File: src/logic/soc_pkg.sv
/* Bus widths, peripheral address map, control register offsets
   and the Wishbone and APB request/reply structs */

package soc_pkg;

  //////////////////////////////
  // Bus widths
  //////////////////////////////

  localparam int unsigned ADDR_WIDTH = 32;
  localparam int unsigned DATA_WIDTH = 32;
  localparam int unsigned SEL_WIDTH  = DATA_WIDTH / 8;

  //////////////////////////////
  // Memory map
  //////////////////////////////

  // 1 GiB of DRAM, aliased onto the L2 array
  localparam logic [ADDR_WIDTH-1:0] DRAM_BASE   = 32'h8000_0000;
  localparam logic [ADDR_WIDTH-1:0] DRAM_LENGTH = 32'h4000_0000;
  localparam logic [ADDR_WIDTH-1:0] UART_BASE   = 32'hC000_0000;
  localparam logic [ADDR_WIDTH-1:0] UART_LENGTH = 32'h0000_1000;
  localparam logic [ADDR_WIDTH-1:0] CTRL_BASE   = 32'hD000_0000;
  localparam logic [ADDR_WIDTH-1:0] CTRL_LENGTH = 32'h0000_1000;

  // Byte offsets inside the control region
  localparam logic [ADDR_WIDTH-1:0] CTRL_EXIT_OFFSET   = 32'h0;
  localparam logic [ADDR_WIDTH-1:0] CTRL_CNT_EN_OFFSET = 32'h4;
  localparam logic [ADDR_WIDTH-1:0] CTRL_CYCLES_OFFSET = 32'h8;

  // Routing targets of the decoder
  typedef enum logic [1:0] {
    L2MEM = 2'd0,
    UART  = 2'd1,
    CTRL  = 2'd2,
    NONE  = 2'd3
  } slave_e;

  //////////////////////////////
  // Bus structs
  //////////////////////////////

  typedef struct packed {
    logic                  cyc;
    logic                  stb;
    logic                  we;
    logic [ADDR_WIDTH-1:0] adr;
    logic [DATA_WIDTH-1:0] dat;
    logic [SEL_WIDTH-1:0]  sel;
  } wb_req_t;

  typedef struct packed {
    logic                  ack;
    logic                  err;
    logic [DATA_WIDTH-1:0] dat;
  } wb_rsp_t;

  typedef struct packed {
    logic                  psel;
    logic                  penable;
    logic                  pwrite;
    logic [ADDR_WIDTH-1:0] paddr;
    logic [DATA_WIDTH-1:0] pwdata;
    logic [SEL_WIDTH-1:0]  pstrb;
  } apb_req_t;

  typedef struct packed {
    logic                  pready;
    logic                  pslverr;
    logic [DATA_WIDTH-1:0] prdata;
  } apb_rsp_t;

endpackage

File: src/logic/bus_decoder.sv
/* Address decoder: routes one Wishbone request to a slave,
   muxes the replies and answers unmapped addresses with err */

module bus_decoder (
  input  logic             clk_i,
  input  logic             rst_n_i,
  input  soc_pkg::wb_req_t wb_req_i,
  output soc_pkg::wb_rsp_t wb_rsp_o,
  output soc_pkg::wb_req_t l2_req_o,
  output soc_pkg::wb_req_t ctrl_req_o,
  output soc_pkg::wb_req_t uart_req_o,
  input  soc_pkg::wb_rsp_t l2_rsp_i,
  input  soc_pkg::wb_rsp_t ctrl_rsp_i,
  input  soc_pkg::wb_rsp_t uart_rsp_i
);

  soc_pkg::slave_e sel_d;
  soc_pkg::slave_e sel_q;
  logic            req_valid;
  logic            err_q;

  assign req_valid = wb_req_i.cyc & wb_req_i.stb;

  // Unsigned offset compare covers both region bounds
  always_comb begin
    if (wb_req_i.adr - soc_pkg::DRAM_BASE < soc_pkg::DRAM_LENGTH) begin
      sel_d = soc_pkg::L2MEM;
    end else if (wb_req_i.adr - soc_pkg::UART_BASE < soc_pkg::UART_LENGTH) begin
      sel_d = soc_pkg::UART;
    end else if (wb_req_i.adr - soc_pkg::CTRL_BASE < soc_pkg::CTRL_LENGTH) begin
      sel_d = soc_pkg::CTRL;
    end else begin
      sel_d = soc_pkg::NONE;
    end
  end

  // Only the addressed slave sees cyc and stb
  always_comb begin
    l2_req_o       = wb_req_i;
    l2_req_o.cyc   = wb_req_i.cyc & (sel_d == soc_pkg::L2MEM);
    l2_req_o.stb   = wb_req_i.stb & (sel_d == soc_pkg::L2MEM);
    ctrl_req_o     = wb_req_i;
    ctrl_req_o.cyc = wb_req_i.cyc & (sel_d == soc_pkg::CTRL);
    ctrl_req_o.stb = wb_req_i.stb & (sel_d == soc_pkg::CTRL);
    uart_req_o     = wb_req_i;
    uart_req_o.cyc = wb_req_i.cyc & (sel_d == soc_pkg::UART);
    uart_req_o.stb = wb_req_i.stb & (sel_d == soc_pkg::UART);
  end

  always_ff @(posedge clk_i) begin
    if (!rst_n_i) begin
      sel_q <= soc_pkg::NONE;
      err_q <= 1'b0;
    end else begin
      if (req_valid) begin
        sel_q <= sel_d;
      end
      // One err pulse per unmapped request
      err_q <= req_valid & (sel_d == soc_pkg::NONE) & ~err_q;
    end
  end

  always_comb begin
    unique case (sel_q)
      soc_pkg::L2MEM: wb_rsp_o = l2_rsp_i;
      soc_pkg::UART:  wb_rsp_o = uart_rsp_i;
      soc_pkg::CTRL:  wb_rsp_o = ctrl_rsp_i;
      default: begin
        wb_rsp_o     = '0;
        wb_rsp_o.err = err_q;
      end
    endcase
  end

endmodule

File: config.mk
export PLATFORM = sky130hd
export DESIGN_NAME = bus_decoder
export DESIGN_NICKNAME = d
export VERILOG_FILES = /design/src/logic/soc_pkg.sv /design/src/logic/bus_decoder.sv
export SDC_FILE = /design/constraint.sdc
export NUM_CORES = 1
export LEC_CHECK = 0
export BUFFER_PORTS_ARGS = -buffer_cell sky130_fd_sc_hd__buf_2
export CAP_MARGIN = 20
export CORE_AREA = 2 2 165 167
export CTS_BUF_LIST = sky130_fd_sc_hd__clkbuf_8
export DETAILED_ROUTE_END_ITERATION = 12
export DIE_AREA = 0 0 167 169
export PLACE_DENSITY_LB_ADDON = 0.1
export REMOVE_ABC_BUFFERS = 1
export SLEW_MARGIN = 40
export SYNTH_ARGS = -nofsm -noshare
export SYNTH_HDL_FRONTEND = slang
export SYNTH_SLANG_ARGS = --single-unit
File: constraint.sdc
create_clock -name clk_i -period 2.1 [get_ports clk_i]
set_input_delay 0.42 -clock clk_i [delete_from_list [all_inputs] [get_ports clk_i]]
set_output_delay 0.42 -clock clk_i [all_outputs]
set_load 0.05 [all_outputs]
After elaboration in Yosys (flattened, before gate mapping) --
Index checks and enable logic that the tools add are counted.
Operators by class: $add $sub $neg 3, $lt $le $gt $ge 3, equality and inequality tests 5, multiplexer cells 4, bitwise gates (word level) 10, reductions and logical operators 2
Operators with widths (number):
- $pmux W34 S3 | 1
- $sub A32 B32 Y32 const B | 3
- $lt A32 B13 Y1 const B | 2
- $lt A32 B31 Y1 const B | 1
- $and A1 B1 Y1 | 9
- $eq A2 B2 Y1 const B | 3
- $eq A2 B1 Y1 const B | 2
- $logic_not A2 Y1 | 2
- $mux W2 | 2
- $mux W1 | 1
- $not A1 Y1 | 1
Word-level totals: register bits 3, input bits 175, output and inout port bits 247, logic and storage cells 29

Longest topological paths before layout --
Gate-level depths: netlist of run 1.
depth after elaboration 8, depth in mapped cells 6, mapped depth without buffers 4

Worst setup path after synthesis of run 1 --
OpenSTA, ideal clock, no wires.
path kind input -> output, start point input port wb_req_i[54] (netlist bit), end point output port ctrl_req_o[69] (netlist bit), data arrival time 2.532 ns, data required time 1.680 ns, path slack -0.852 ns, cell stages on the path 3, buffers on the path 1, path through or4_1 buf_2 nor4_1
RTL lines:
- from (decl) | RTL line bus_decoder.sv:7 | input soc_pkg::wb_req_t wb_req_i,
- to (decl) | RTL line bus_decoder.sv:10 | output soc_pkg::wb_req_t ctrl_req_o,

==> impl_summary.log, run 1 <==
[metrics] result of the run: completed
[metrics] Reg area: 67.6 µm²
[metrics] estimated wirelength of the detail-placed design: 16100 µm
[metrics] EDFF count, synth: 0
[metrics] final critical-path required period: 2.03 ns
[metrics] remaining global-route overflow: 0
[metrics] post-route setup slack: 0.0707 ns
[metrics] Final Max Tran Viols: 0
[metrics] final antenna-violating net count: 0
[metrics] final setup fails: 0
[metrics] area of the core region: 0.0265 mm²
[metrics] M1 WL: 5350 µm
[metrics] Cell Count, Final, Fillers Out: 718
[metrics] Remaining DRCs: 0
[metrics] unrepaired setup endpoints after global routing: no
[metrics] average cell area after synthesis: 7.11 µm²
[metrics] worst-case vdd ir drop: 0.000128 V
[metrics] worst slack, placed: -0.0358 ns
[metrics] Root Buffer Master: sky130_fd_sc_hd__clkbuf_8
[metrics] top post-synthesis cells by count: 209 x sky130_fd_sc_hd__buf_4, 36 x sky130_fd_sc_hd__nand2_1, 33 x sky130_fd_sc_hd__mux2i_1
[metrics] vias per cell: 3.34
[metrics] Most used DFF post-synth: sky130_fd_sc_hd__dfxtp_1
[metrics] input/output buffers: 225
[metrics] post-synthesis sequential element count: 3
[metrics] number of DRC violations after detailed-routing iteration 0: 76
[metrics] TritonCTS Buffers: 3
[metrics] share of post-route cells with drive strength above 1: 68.7%
[metrics] cell with the most instances after synthesis: sky130_fd_sc_hd__buf_4
[metrics] startpoint type of the worst setup path: input pin
[metrics] H-tree Lvls: 1
[metrics] vias in the first global route: 2353
[metrics] full die area: 0.0282 mm²
[metrics] slew margin rel.: 62.6%
[metrics] largest cells by area after synthesis: sky130_fd_sc_hd__buf_4 63%, sky130_fd_sc_hd__mux2i_1 13%, sky130_fd_sc_hd__o21ai_0 5.6%
[metrics] I/O pin count: 422
[metrics] share of the synthesized area in the top cell type: 63.0%
[metrics] crit path DAT: 1.61 ns
[metrics] # rows: 60
[metrics] highest layer used for signal routing: met5
[metrics] clock latency of the later-clocked register in the worst-skew pair: 0.21 ns
[metrics] power density relative to cell area: 393 mW/mm²
[metrics] CTS tree: yes
[metrics] Final Hold Violating Endpoints: 0
[metrics] total routed wirelength: 17900 µm
[metrics] average routed wire per standard cell: 25.0 µm
[metrics] starting utilization of the core area: 9.39%
[metrics] fin util: 10.7%
[metrics] Unique masters post-synth: 22
[metrics] final weighted congestion in routability-driven placement: 0.865
[metrics] final critical-path share of the clock period: 96.6%
[metrics] First-pass DRT Iterations: 4
[metrics] Met3 Wirelength: 4870 µm
[metrics] Achievable Freq: 0.493 GHz
[metrics] die width: 167 µm
[metrics] Critical Path Fanout Max: 5
[metrics] Vias: 2400
[metrics] worst setup path category: in -> out
[metrics] vertical die dimension: 169 µm
[metrics] Worst Tran Pin Value: 0.555 ns
[metrics] met2 routed WL: 7520 µm
[metrics] Inserted Diodes: 0
[metrics] filler cell count in the final layout: 3089
[metrics] clock skew after layout: 0 ns
[metrics] Hold/Removal Path Class: reg -> reg
[metrics] required time reported for the critical path endpoint: 1.68 ns
[metrics] number of cells produced by synthesis: 350
[metrics] Clk pin slew, worst setup/hold paths: 0.03 ns
[metrics] buffer levels on the longest clock path: 2
[metrics] antenna violations before repair: 0
[metrics] Num Clock Sinks: 3
[metrics] synthesis-to-layout area growth: 14.0%
[metrics] Synth Cell Area: 0.00249 mm²
[metrics] endpoint class of the critical path: primary output
[metrics] sum of negative setup slack: 0 ns
[metrics] ys async rst share: 0%
[metrics] hold-fix buffers at CTS: 0
[metrics] total number of yosys warnings: 0
[metrics] total leakage power: 0.00157 µW
[metrics] GRT Util Overall: 11.8%
[metrics] number of maximum-capacitance violations: 0
[metrics] placed cells: 713
[metrics] pin count of the biggest net entering global routing: 21
[metrics] final hold slack: 0.437 ns
[metrics] Yosys top cell by area: sky130_fd_sc_hd__buf_4
[metrics] combined area of the multi-input logic cells: 852 µm²
[metrics] wire length of the first global-routing pass: 22500 µm
[metrics] register area share after synthesis: 2.41%
[metrics] final net count: 553
## power by group
group / total, µW / switching (µW) / leakage (µW) / internal (µW)
Combinational: 882 / 598 / 0.00152 / 283
Clock: 161 / 36.3 / 0.0000269 / 124
Sequential: 74.4 / 14.3 / 0.0000248 / 60.1
Total: 1120 / 649 / 0.00157 / 467
## worst max-delay path, cell delays in order
cell	delay (ns)
sky130_fd_sc_hd__buf_2	0.11
sky130_fd_sc_hd__or4_4	0.58
sky130_fd_sc_hd__nor4_2	0.25
sky130_fd_sc_hd__buf_4	0.24
## layout by cell type (no fill, tap or decap), types with 2 or more instances in the layout
| cell type | n |
|---|---|
| sky130_fd_sc_hd__buf_4 | 20 |
| sky130_fd_sc_hd__nand2_1 | 36 |
| sky130_fd_sc_hd__clkbuf_8 | 3 |
| sky130_fd_sc_hd__inv_1 | 4 |
| sky130_fd_sc_hd__o21ai_1 | 5 |
| sky130_fd_sc_hd__nor3_1 | 3 |
| sky130_fd_sc_hd__nor2_1 | 3 |
| sky130_fd_sc_hd__o211ai_1 | 2 |
| sky130_fd_sc_hd__mux2i_1 | 33 |
| sky130_fd_sc_hd__o21ai_0 | 28 |
| sky130_fd_sc_hd__dfxtp_4 | 2 |
| sky130_fd_sc_hd__buf_2 | 210 |
| sky130_fd_sc_hd__buf_12 | 10 |
| sky130_fd_sc_hd__nor4_2 | 6 |
## path summary, 6_finish.rpt
kind / start / end / slack, ns / cells after the start
max reg2reg: sel_q[1] / sel_q[1] / 1.08 / 3
min reg2reg: err_q / err_q / 0.44 / 1
max: wb_req_i[54] / ctrl_req_o[70] / 0.07 / 4
min: err_q / err_q / 0.44 / 1
## logic make-up after synthesis
family / count (synthesis) / synth area share, %
AOI/OAI and AO/OA: 35 / 7.24
and+or+nand+nor: 55 / 10.3
DFF: 3 / 2.41
buffers and inverters: 223 / 65.9
muxes: 34 / 14.2
## cell type report
cell class	instances	share of cell area [%]
clock inverters	1	0.132
repair buffers	243	50.6
clock buffers	3	1.46
flip-flops and latches	3	2.38
well taps	341	15.0
inverters	3	0.397
multi-input cells	124	30.0
## timing repair
action,CTS,global route
pin swaps,1,4
hold endpoints to repair,0,0
setup endpoints to repair,30,11
setup buffers,1,0
resized for setup,6,15
## layer usage
| metal | up-vias | global-route usage [%] |
|---|---|---|
| met4 | 2 | 1.05 |
| met5 | - | 5.91 |
| li1 | 983 | - |
| met3 | 15 | 14.4 |
| met1 | 1008 | 10.3 |
| met2 | 392 | 17.5 |
## state kept, by name, summed over array words and instances (netlist names)
name	count
err_q	1
sel_q	2
## metrics by stage
step                cell area, µm²  power [µW]
global placement              2700         966
detailed placement            2700         961
floorplan                      860         370
finish                        2840        1120
CTS                           2770        1130
global route                  2840        1180
Power figures use the tool's default switching activity.
==> run 2, diff against run 1 <==
- ABC_AREA: unset -> 1
- CORE_AREA: 2 2 165 167 -> 2 2 164 166
- DIE_AREA: 0 0 167 169 -> 0 0 166 168
==> run 2 against run 1 <==
Effect of this change: first-iteration DRC count increased by 32%; count of clock-buffer cells in the layout unchanged; sequential cell count unchanged; largest power group unchanged; sequential share of layout area decreased by 0.16 points; utilization about the same; cell count increased by 6.3%.
==> impl_summary.log, run 2 <==
[metrics] result of the run: completed
[metrics] beginning of the worst hold path: rst_n_i
[metrics] hold-fix buffers at CTS: 0
[metrics] vias per cell: 3.54
[metrics] Clk pin slew, worst setup/hold paths: 0.03 ns
[metrics] die width: 166 µm
[metrics] Critical Path Fanout Max: 16
[metrics] GRT Util Overall: 11.8%
[metrics] final net count: 598
[metrics] wire length of the first global-routing pass: 23200 µm
[metrics] total routed wirelength: 18100 µm
[metrics] area of the core region: 0.0264 mm²
[metrics] number of cells produced by synthesis: 404
[metrics] registers with the highest flip-flop counts: sel_q: 2 flops, err_q: 1 flops
[metrics] Worst R2R Setup Slack: 1.19 ns
[metrics] number of stages on the worst hold path: 4
[metrics] antenna violations before repair: 0
[metrics] clock latency of the later-clocked register in the worst-skew pair: 0.21 ns
[metrics] Worst Tran Pin Value: 0.281 ns
[metrics] worst setup path category: reg -> out
[metrics] input/output buffers: 225
[metrics] I/O pin count: 422
[metrics] required time reported for the critical path endpoint: 1.68 ns
[metrics] final critical-path share of the clock period: 92.0%
[metrics] cell count of the worst reg-to-reg path: 3
[metrics] H-tree Lvls: 1
[metrics] final critical-path required period: 1.93 ns
[metrics] Synth Cell Area: 0.00267 mm²
[metrics] register area share after synthesis: 2.25%
[metrics] Final Max Tran Viols: 0
[metrics] Hold/Removal Path Class: in -> reg
[metrics] number of DRC violations after detailed-routing iteration 0: 100
[metrics] ys async rst share: 0%
[metrics] highest-count cells in the layout ignoring fill and taps: 213 x sky130_fd_sc_hd__buf_2, 50 x sky130_fd_sc_hd__nand2_1, 35 x sky130_fd_sc_hd__nand3_1
[metrics] synthesis-to-layout area growth: 5.87%
[metrics] share of the synthesized area in the top cell type: 58.8%
[metrics] TritonCTS Buffers: 3
[metrics] Achievable Freq: 0.518 GHz
[metrics] Most used DFF post-synth: sky130_fd_sc_hd__dfxtp_1
[metrics] power density relative to cell area: 394 mW/mm²
[metrics] endpoint class of the critical path: primary output
[metrics] number of flip-flops under the largest register name: 2
[metrics] starting utilization of the core area: 10.1%
[metrics] slew margin rel.: 81.2%
[metrics] filler cell count in the final layout: 3143
[metrics] total leakage power: 0.00153 µW
[metrics] startpoint type of the worst setup path: register
[metrics] Most flops, register: sel_q
[metrics] Unique masters post-synth: 20
[metrics] full die area: 0.0279 mm²
[metrics] Remaining DRCs: 0
[metrics] r2r endpoint: sel_q[0]
[metrics] average routed wire per standard cell: 23.7 µm
[metrics] Num Clock Sinks: 3
[metrics] final weighted congestion in routability-driven placement: 0.767
[metrics] share of post-route cells with drive strength above 1: 63.3%
[metrics] post-route cell area: 0.00282 mm²
[metrics] largest cells by area after synthesis: sky130_fd_sc_hd__buf_4 59%, sky130_fd_sc_hd__o211ai_2 9.4%, sky130_fd_sc_hd__nand2_1 7.0%
[metrics] buffer levels on the longest clock path: 2
[metrics] clock skew after layout: 0 ns
[metrics] top post-synthesis cells by count: 209 x sky130_fd_sc_hd__buf_4, 50 x sky130_fd_sc_hd__nand2_1, 35 x sky130_fd_sc_hd__nand3_1
[metrics] First-pass DRT Iterations: 4
[metrics] most common library cell in the layout ignoring fill and taps: sky130_fd_sc_hd__buf_2
[metrics] post-synthesis sequential element count: 3
[metrics] endpoint of the worst hold-timing path: sel_q[1]
[metrics] post-route setup slack: 0.168 ns
[metrics] number of maximum-capacitance violations: 0
[metrics] EDFF count, synth: 0
[metrics] estimated wirelength of the detail-placed design: 14900 µm
[metrics] Inserted Diodes: 0
[metrics] Final Hold Violating Endpoints: 0
[metrics] total number of yosys warnings: 0
[metrics] Vias: 2700
[metrics] # rows: 60
[metrics] average cell area after synthesis: 6.60 µm²
[metrics] remaining global-route overflow: 0
[metrics] placed cell areas: 0.00272 mm²
[metrics] Root Buffer Master: sky130_fd_sc_hd__clkbuf_8
[metrics] unrepaired setup endpoints after global routing: no
[metrics] worst-case vdd ir drop: 0.000142 V
[metrics] Yosys top cell by area: sky130_fd_sc_hd__buf_4
[metrics] CTS tree: yes
[metrics] vertical die dimension: 168 µm
[metrics] crit path DAT: 1.51 ns
[metrics] final antenna-violating net count: 0
[metrics] pin count of the biggest net entering global routing: 24
[metrics] reg-to-reg startpoint: sel_q[0]
[metrics] vias in the first global route: 2667
[metrics] final setup fails: 0
[metrics] cell with the most instances after synthesis: sky130_fd_sc_hd__buf_4
[metrics] worst slack, placed: 0.0779 ns
[run 2: changes by cell type in the layout (fill, tap and decap cells not counted), moves of 15 or more]
cell | previous run | this run
sky130_fd_sc_hd__nor2_1 | 3 | 18
sky130_fd_sc_hd__inv_1 | 4 | 29
sky130_fd_sc_hd__o211ai_2 | 0 | 20
sky130_fd_sc_hd__mux2i_1 | 33 | 0
sky130_fd_sc_hd__nand3_1 | 1 | 35
sky130_fd_sc_hd__o21ai_0 | 28 | 0
[run 2: what timing repair did]
action | CTS | global route
hold endpoints to repair | 0 | 0
buffers inserted | 0 | 1
pin swaps | 1 | 1
resized for setup | 2 | 14
setup endpoints to repair | 2 | 25
cloned | 0 | 1
[run 2: cell type report]
| cell class | instances | area, µm² | area share [%] |
|---|---|---|---|
| Sequential cell | 3 | 62.6 | 2.22 |
| Clock buffer | 3 | 41.3 | 1.46 |
| Inverter | 29 | 109 | 3.86 |
| Timing Repair Buffer | 235 | 1300 | 46.1 |
| Tap cell | 341 | 427 | 15.1 |
| Clock inverter | 1 | 3.75 | 0.133 |
| Multi-Input combinational cell | 151 | 878 | 31.1 |
[run 2: how the worst max path moves through the flow]
stage	endpoint	slack, ns	from
CTS	wb_rsp_o[4]	0.01	sel_q[0]
finish	wb_rsp_o[16]	0.17	sel_q[1]
global placement	ctrl_req_o[70]	0.06	wb_req_i[63]
detailed placement	ctrl_req_o[70]	0.08	wb_req_i[63]
global route	wb_rsp_o[7]	0.03	sel_q[1]
floorplan	wb_rsp_o[32]	-0.46	sel_q[0]
[run 2: cells by family (layout without fill, tap and decap cells)]
kind of cell	after synthesis	after routing	synth area share, %
compound gates	41	41	14.4
flops	3	3	2.25
simple gates	109	110	17.7
buf+inv	251	268	65.7
[run 2: worst max-delay path: stages, from the launching register on]
cell and delay (ns):
sky130_fd_sc_hd__dfxtp_2 0.46, sky130_fd_sc_hd__buf_6 0.24, sky130_fd_sc_hd__nand3_1 0.10, sky130_fd_sc_hd__a31oi_1 0.20
sky130_fd_sc_hd__buf_2 0.29
[run 2: layer usage]
metal  GRT usage, %  up-vias  wire length [µm]
li1               -     1117                 -
met1           13.5     1181              7250
met2           14.0      377              6470
met3           13.3       19              4120
met4           1.78        6               123
met5           6.43        -               106
[run 2: through the flow]
| step | instances | setup TNS, ns | total power (µW) | hold slack (ns) | util [%] |
|---|---|---|---|---|---|
| 2_1_floorplan | 182 | -7.34 | 389 | 0.482 | - |
| 3_3_place_gp | 757 | 0 | 951 | 0.573 | 10.3 |
| 3_5_place_dp | 757 | 0 | 943 | 0.573 | 10.3 |
| 4_1_cts | 761 | 0 | 1110 | 0.550 | 10.5 |
| 5_1_grt | 763 | 0 | 1170 | 0.588 | 10.7 |
| 6_report | 763 | 0 | 1110 | 0.543 | 10.7 |
[run 2: power by group]
part	internal, µW	switching (µW)
clock network	124	37.3
logic	249	632
registers	61.1	7.67
==> run 3, diff against run 2 <==
- BUFFER_PORTS_ARGS: -buffer_cell sky130_fd_sc_hd__buf_2 -> -buffer_cell sky130_fd_sc_hd__buf_4
==> run 3 against run 2 <==
Effect of this change: utilization is 1.7 points higher; via count decreased by 0.19%; worst hold slack got worse by 0.014 ns; first-iteration DRC count up 22%; cell count fell by 0.26%; fmax is 1.9% lower; global-route usage increased by 0.42 points; combinational power grew 12%; setup slack got worse by 0.038 ns; clock skew is the same; register-to-register slack worse by 0.08 ns; routed wire length grew 2.5%; largest cell class unchanged; largest power group unchanged.
==> impl_summary.log, run 3 (same netlist as run 2, synthesis figures left out) <==
[metrics] crit path DAT: 1.55 ns
[metrics] Vias: 2695
[metrics] Num Clock Sinks: 3
[metrics] number of DRC violations after detailed-routing iteration 0: 122
[metrics] Remaining DRCs: 0
[metrics] slew margin rel.: 76.7%
[metrics] GRT Util Overall: 12.3%
[metrics] buffer levels on the longest clock path: 2
[metrics] wire length of the first global-routing pass: 24000 µm
[metrics] Cell Count, Final, Fillers Out: 761
[metrics] unrepaired setup endpoints after global routing: no
[metrics] pin count of the biggest net entering global routing: 23
[metrics] Critical Path Fanout Max: 11
[metrics] estimated wirelength of the detail-placed design: 15300 µm
[metrics] delay of the slowest cell on the worst path: 0.40 ns
[metrics] cell count of the worst reg-to-reg path: 3
[metrics] number of flip-flops under the largest register name: 2
[metrics] most common library cell in the layout ignoring fill and taps: sky130_fd_sc_hd__buf_4
[metrics] Final Hold Violating Endpoints: 0
[metrics] worst setup path category: reg -> out
[metrics] registers with the highest flip-flop counts: sel_q: 2 flops, err_q: 1 flops
[metrics] sequence of cells on the critical path: inv_2 > or2_4 > o2111ai_1 > buf_4
[metrics] final setup fails: 0
[metrics] synthesis-to-layout area growth: 22.2%
[metrics] remaining global-route overflow: 0
[metrics] Inserted Diodes: 0
[metrics] reg-to-reg startpoint: sel_q[1]
[metrics] # rows: 60
[metrics] vertical die dimension: 168 µm
[metrics] final net count: 596
[metrics] met2 routed WL: 6850 µm
[metrics] placed cells: 756
[metrics] highest-delay cell along the critical path: sky130_fd_sc_hd__dfxtp_2
[metrics] Met3 Wirelength: 4330 µm
[metrics] number of maximum-capacitance violations: 0
[metrics] H-tree Lvls: 1
[metrics] I/O pin count: 422
[metrics] Root Buffer Master: sky130_fd_sc_hd__clkbuf_8
[metrics] full die area: 0.0279 mm²
[metrics] clock latency of the later-clocked register in the worst-skew pair: 0.21 ns
[metrics] total routed wirelength: 18500 µm
[metrics] highest layer used for signal routing: met5
[metrics] share of post-route cells with drive strength above 1: 62.6%
[metrics] power density relative to cell area: 374 mW/mm²
[metrics] result of the run: completed
[metrics] TritonCTS Buffers: 3
[metrics] r2r endpoint: sel_q[1]
[metrics] die width: 166 µm
[metrics] antenna violations before repair: 0
[metrics] final critical-path share of the clock period: 93.8%
[metrics] vias per cell: 3.54
[metrics] number of stages on the worst hold path: 3
[metrics] total leakage power: 0.00166 µW
[metrics] Clk pin slew, worst setup/hold paths: 0.03 ns
[metrics] endpoint of the worst hold-timing path: err_q
[metrics] vias in the first global route: 2714
[metrics] startpoint type of the worst setup path: register
[metrics] Achievable Freq: 0.508 GHz
[metrics] starting utilization of the core area: 10.1%
[metrics] hold-fix buffers at CTS: 0
[metrics] M1 WL: 7060 µm
[metrics] Hold/Removal Path Class: reg -> reg
[metrics] highest-count cells in the layout ignoring fill and taps: 233 x sky130_fd_sc_hd__buf_4, 50 x sky130_fd_sc_hd__nand2_1, 35 x sky130_fd_sc_hd__nand3_1
[metrics] Most flops, register: sel_q
[metrics] final antenna-violating net count: 0
[metrics] Worst R2R Setup Slack: 1.11 ns
[metrics] final critical-path required period: 1.97 ns
[metrics] beginning of the worst hold path: err_q
[metrics] endpoint class of the critical path: primary output
[metrics] input/output buffers: 225
[metrics] clock skew after layout: 0 ns
[metrics] average routed wire per standard cell: 24.3 µm
[metrics] area of the core region: 0.0264 mm²
[metrics] Worst Tran Pin Value: 0.350 ns
[metrics] CTS tree: yes
[metrics] First-pass DRT Iterations: 4
[metrics] final weighted congestion in routability-driven placement: 0.758
[metrics] final hold slack: 0.529 ns
[metrics] required time reported for the critical path endpoint: 1.68 ns
[metrics] worst-case vdd ir drop: 0.000134 V
[metrics] Final Max Tran Viols: 0
==> run 3: cell types whose count changed in the layout (fill, tap and decap cells not counted), sizes merged <==
cell / change
clkbuf: -9
buf: +7
==> run 3: report_power, final <==
group	internal (µW)	switching, µW	leakage (µW)
Clock	124	35.7	0.0000269
Combinational	354	638	0.00161
Sequential	61.2	7.01	0.0000240
==> run 3: cell type report <==
class / count / area (µm²)
fill: 3057 / 23100
timing repair buffer: 233 / 1750
multi-input combinational: 151 / 866
tap: 341 / 427
inverter: 29 / 109
sequential: 3 / 62.6
clock buffer: 3 / 41.3
clock inverter: 1 / 3.75
==> run 3: how the worst max path moves through the flow <==
stage | start | end | slack [ns] | cells after the start
finish | sel_q[0] | wb_rsp_o[32] | 0.13 | 4
global route | sel_q[1] | wb_rsp_o[30] | 0.006 | 4
CTS | sel_q[0] | wb_rsp_o[32] | 0.01 | 4
detailed placement | wb_req_i[61] | ctrl_req_o[70] | 0.06 | 7
global placement | wb_req_i[63] | ctrl_req_o[70] | 0.07 | 7
floorplan | sel_q[0] | wb_rsp_o[32] | -0.46 | 3
==> run 3: critical path: cells and delay by family (launching register included) <==
family,cells,cell delay (ns)
DFF,1,0.40
and+or+nand+nor,1,0.35
buffers and inverters,2,0.34
AOI/OAI and AO/OA,1,0.24
==> run 3: metrics by stage <==
step | setup TNS (ns) | instance area [µm²] | power, µW | worst slack [ns] | util [%]
3_3_place_gp | 0 | 3200 | 1080 | 0.0658 | 12.1
5_1_grt | 0 | 3260 | 1280 | 0.00553 | 12.4
4_1_cts | 0 | 3250 | 1230 | 0.0102 | 12.3
3_5_place_dp | 0 | 3200 | 1070 | 0.0551 | 12.1
2_1_floorplan | -7.34 | 1020 | 389 | -0.459 | -
6_report | 0 | 3260 | 1220 | 0.130 | 12.4
==> run 3: timing repair <==
item / CTS / global route
buffers inserted: 0 / 0
setup endpoints to repair: 3 / 2
pin swaps: 0 / 0
resized for setup: 1 / 2
cloned: 0 / 1
==> run 3: metal layers <==
metal	up-vias	track usage, %
met5	-	9.22
met3	26	13.4
met1	1160	13.0
met2	390	15.5
li1	1111	-
met4	8	2.38
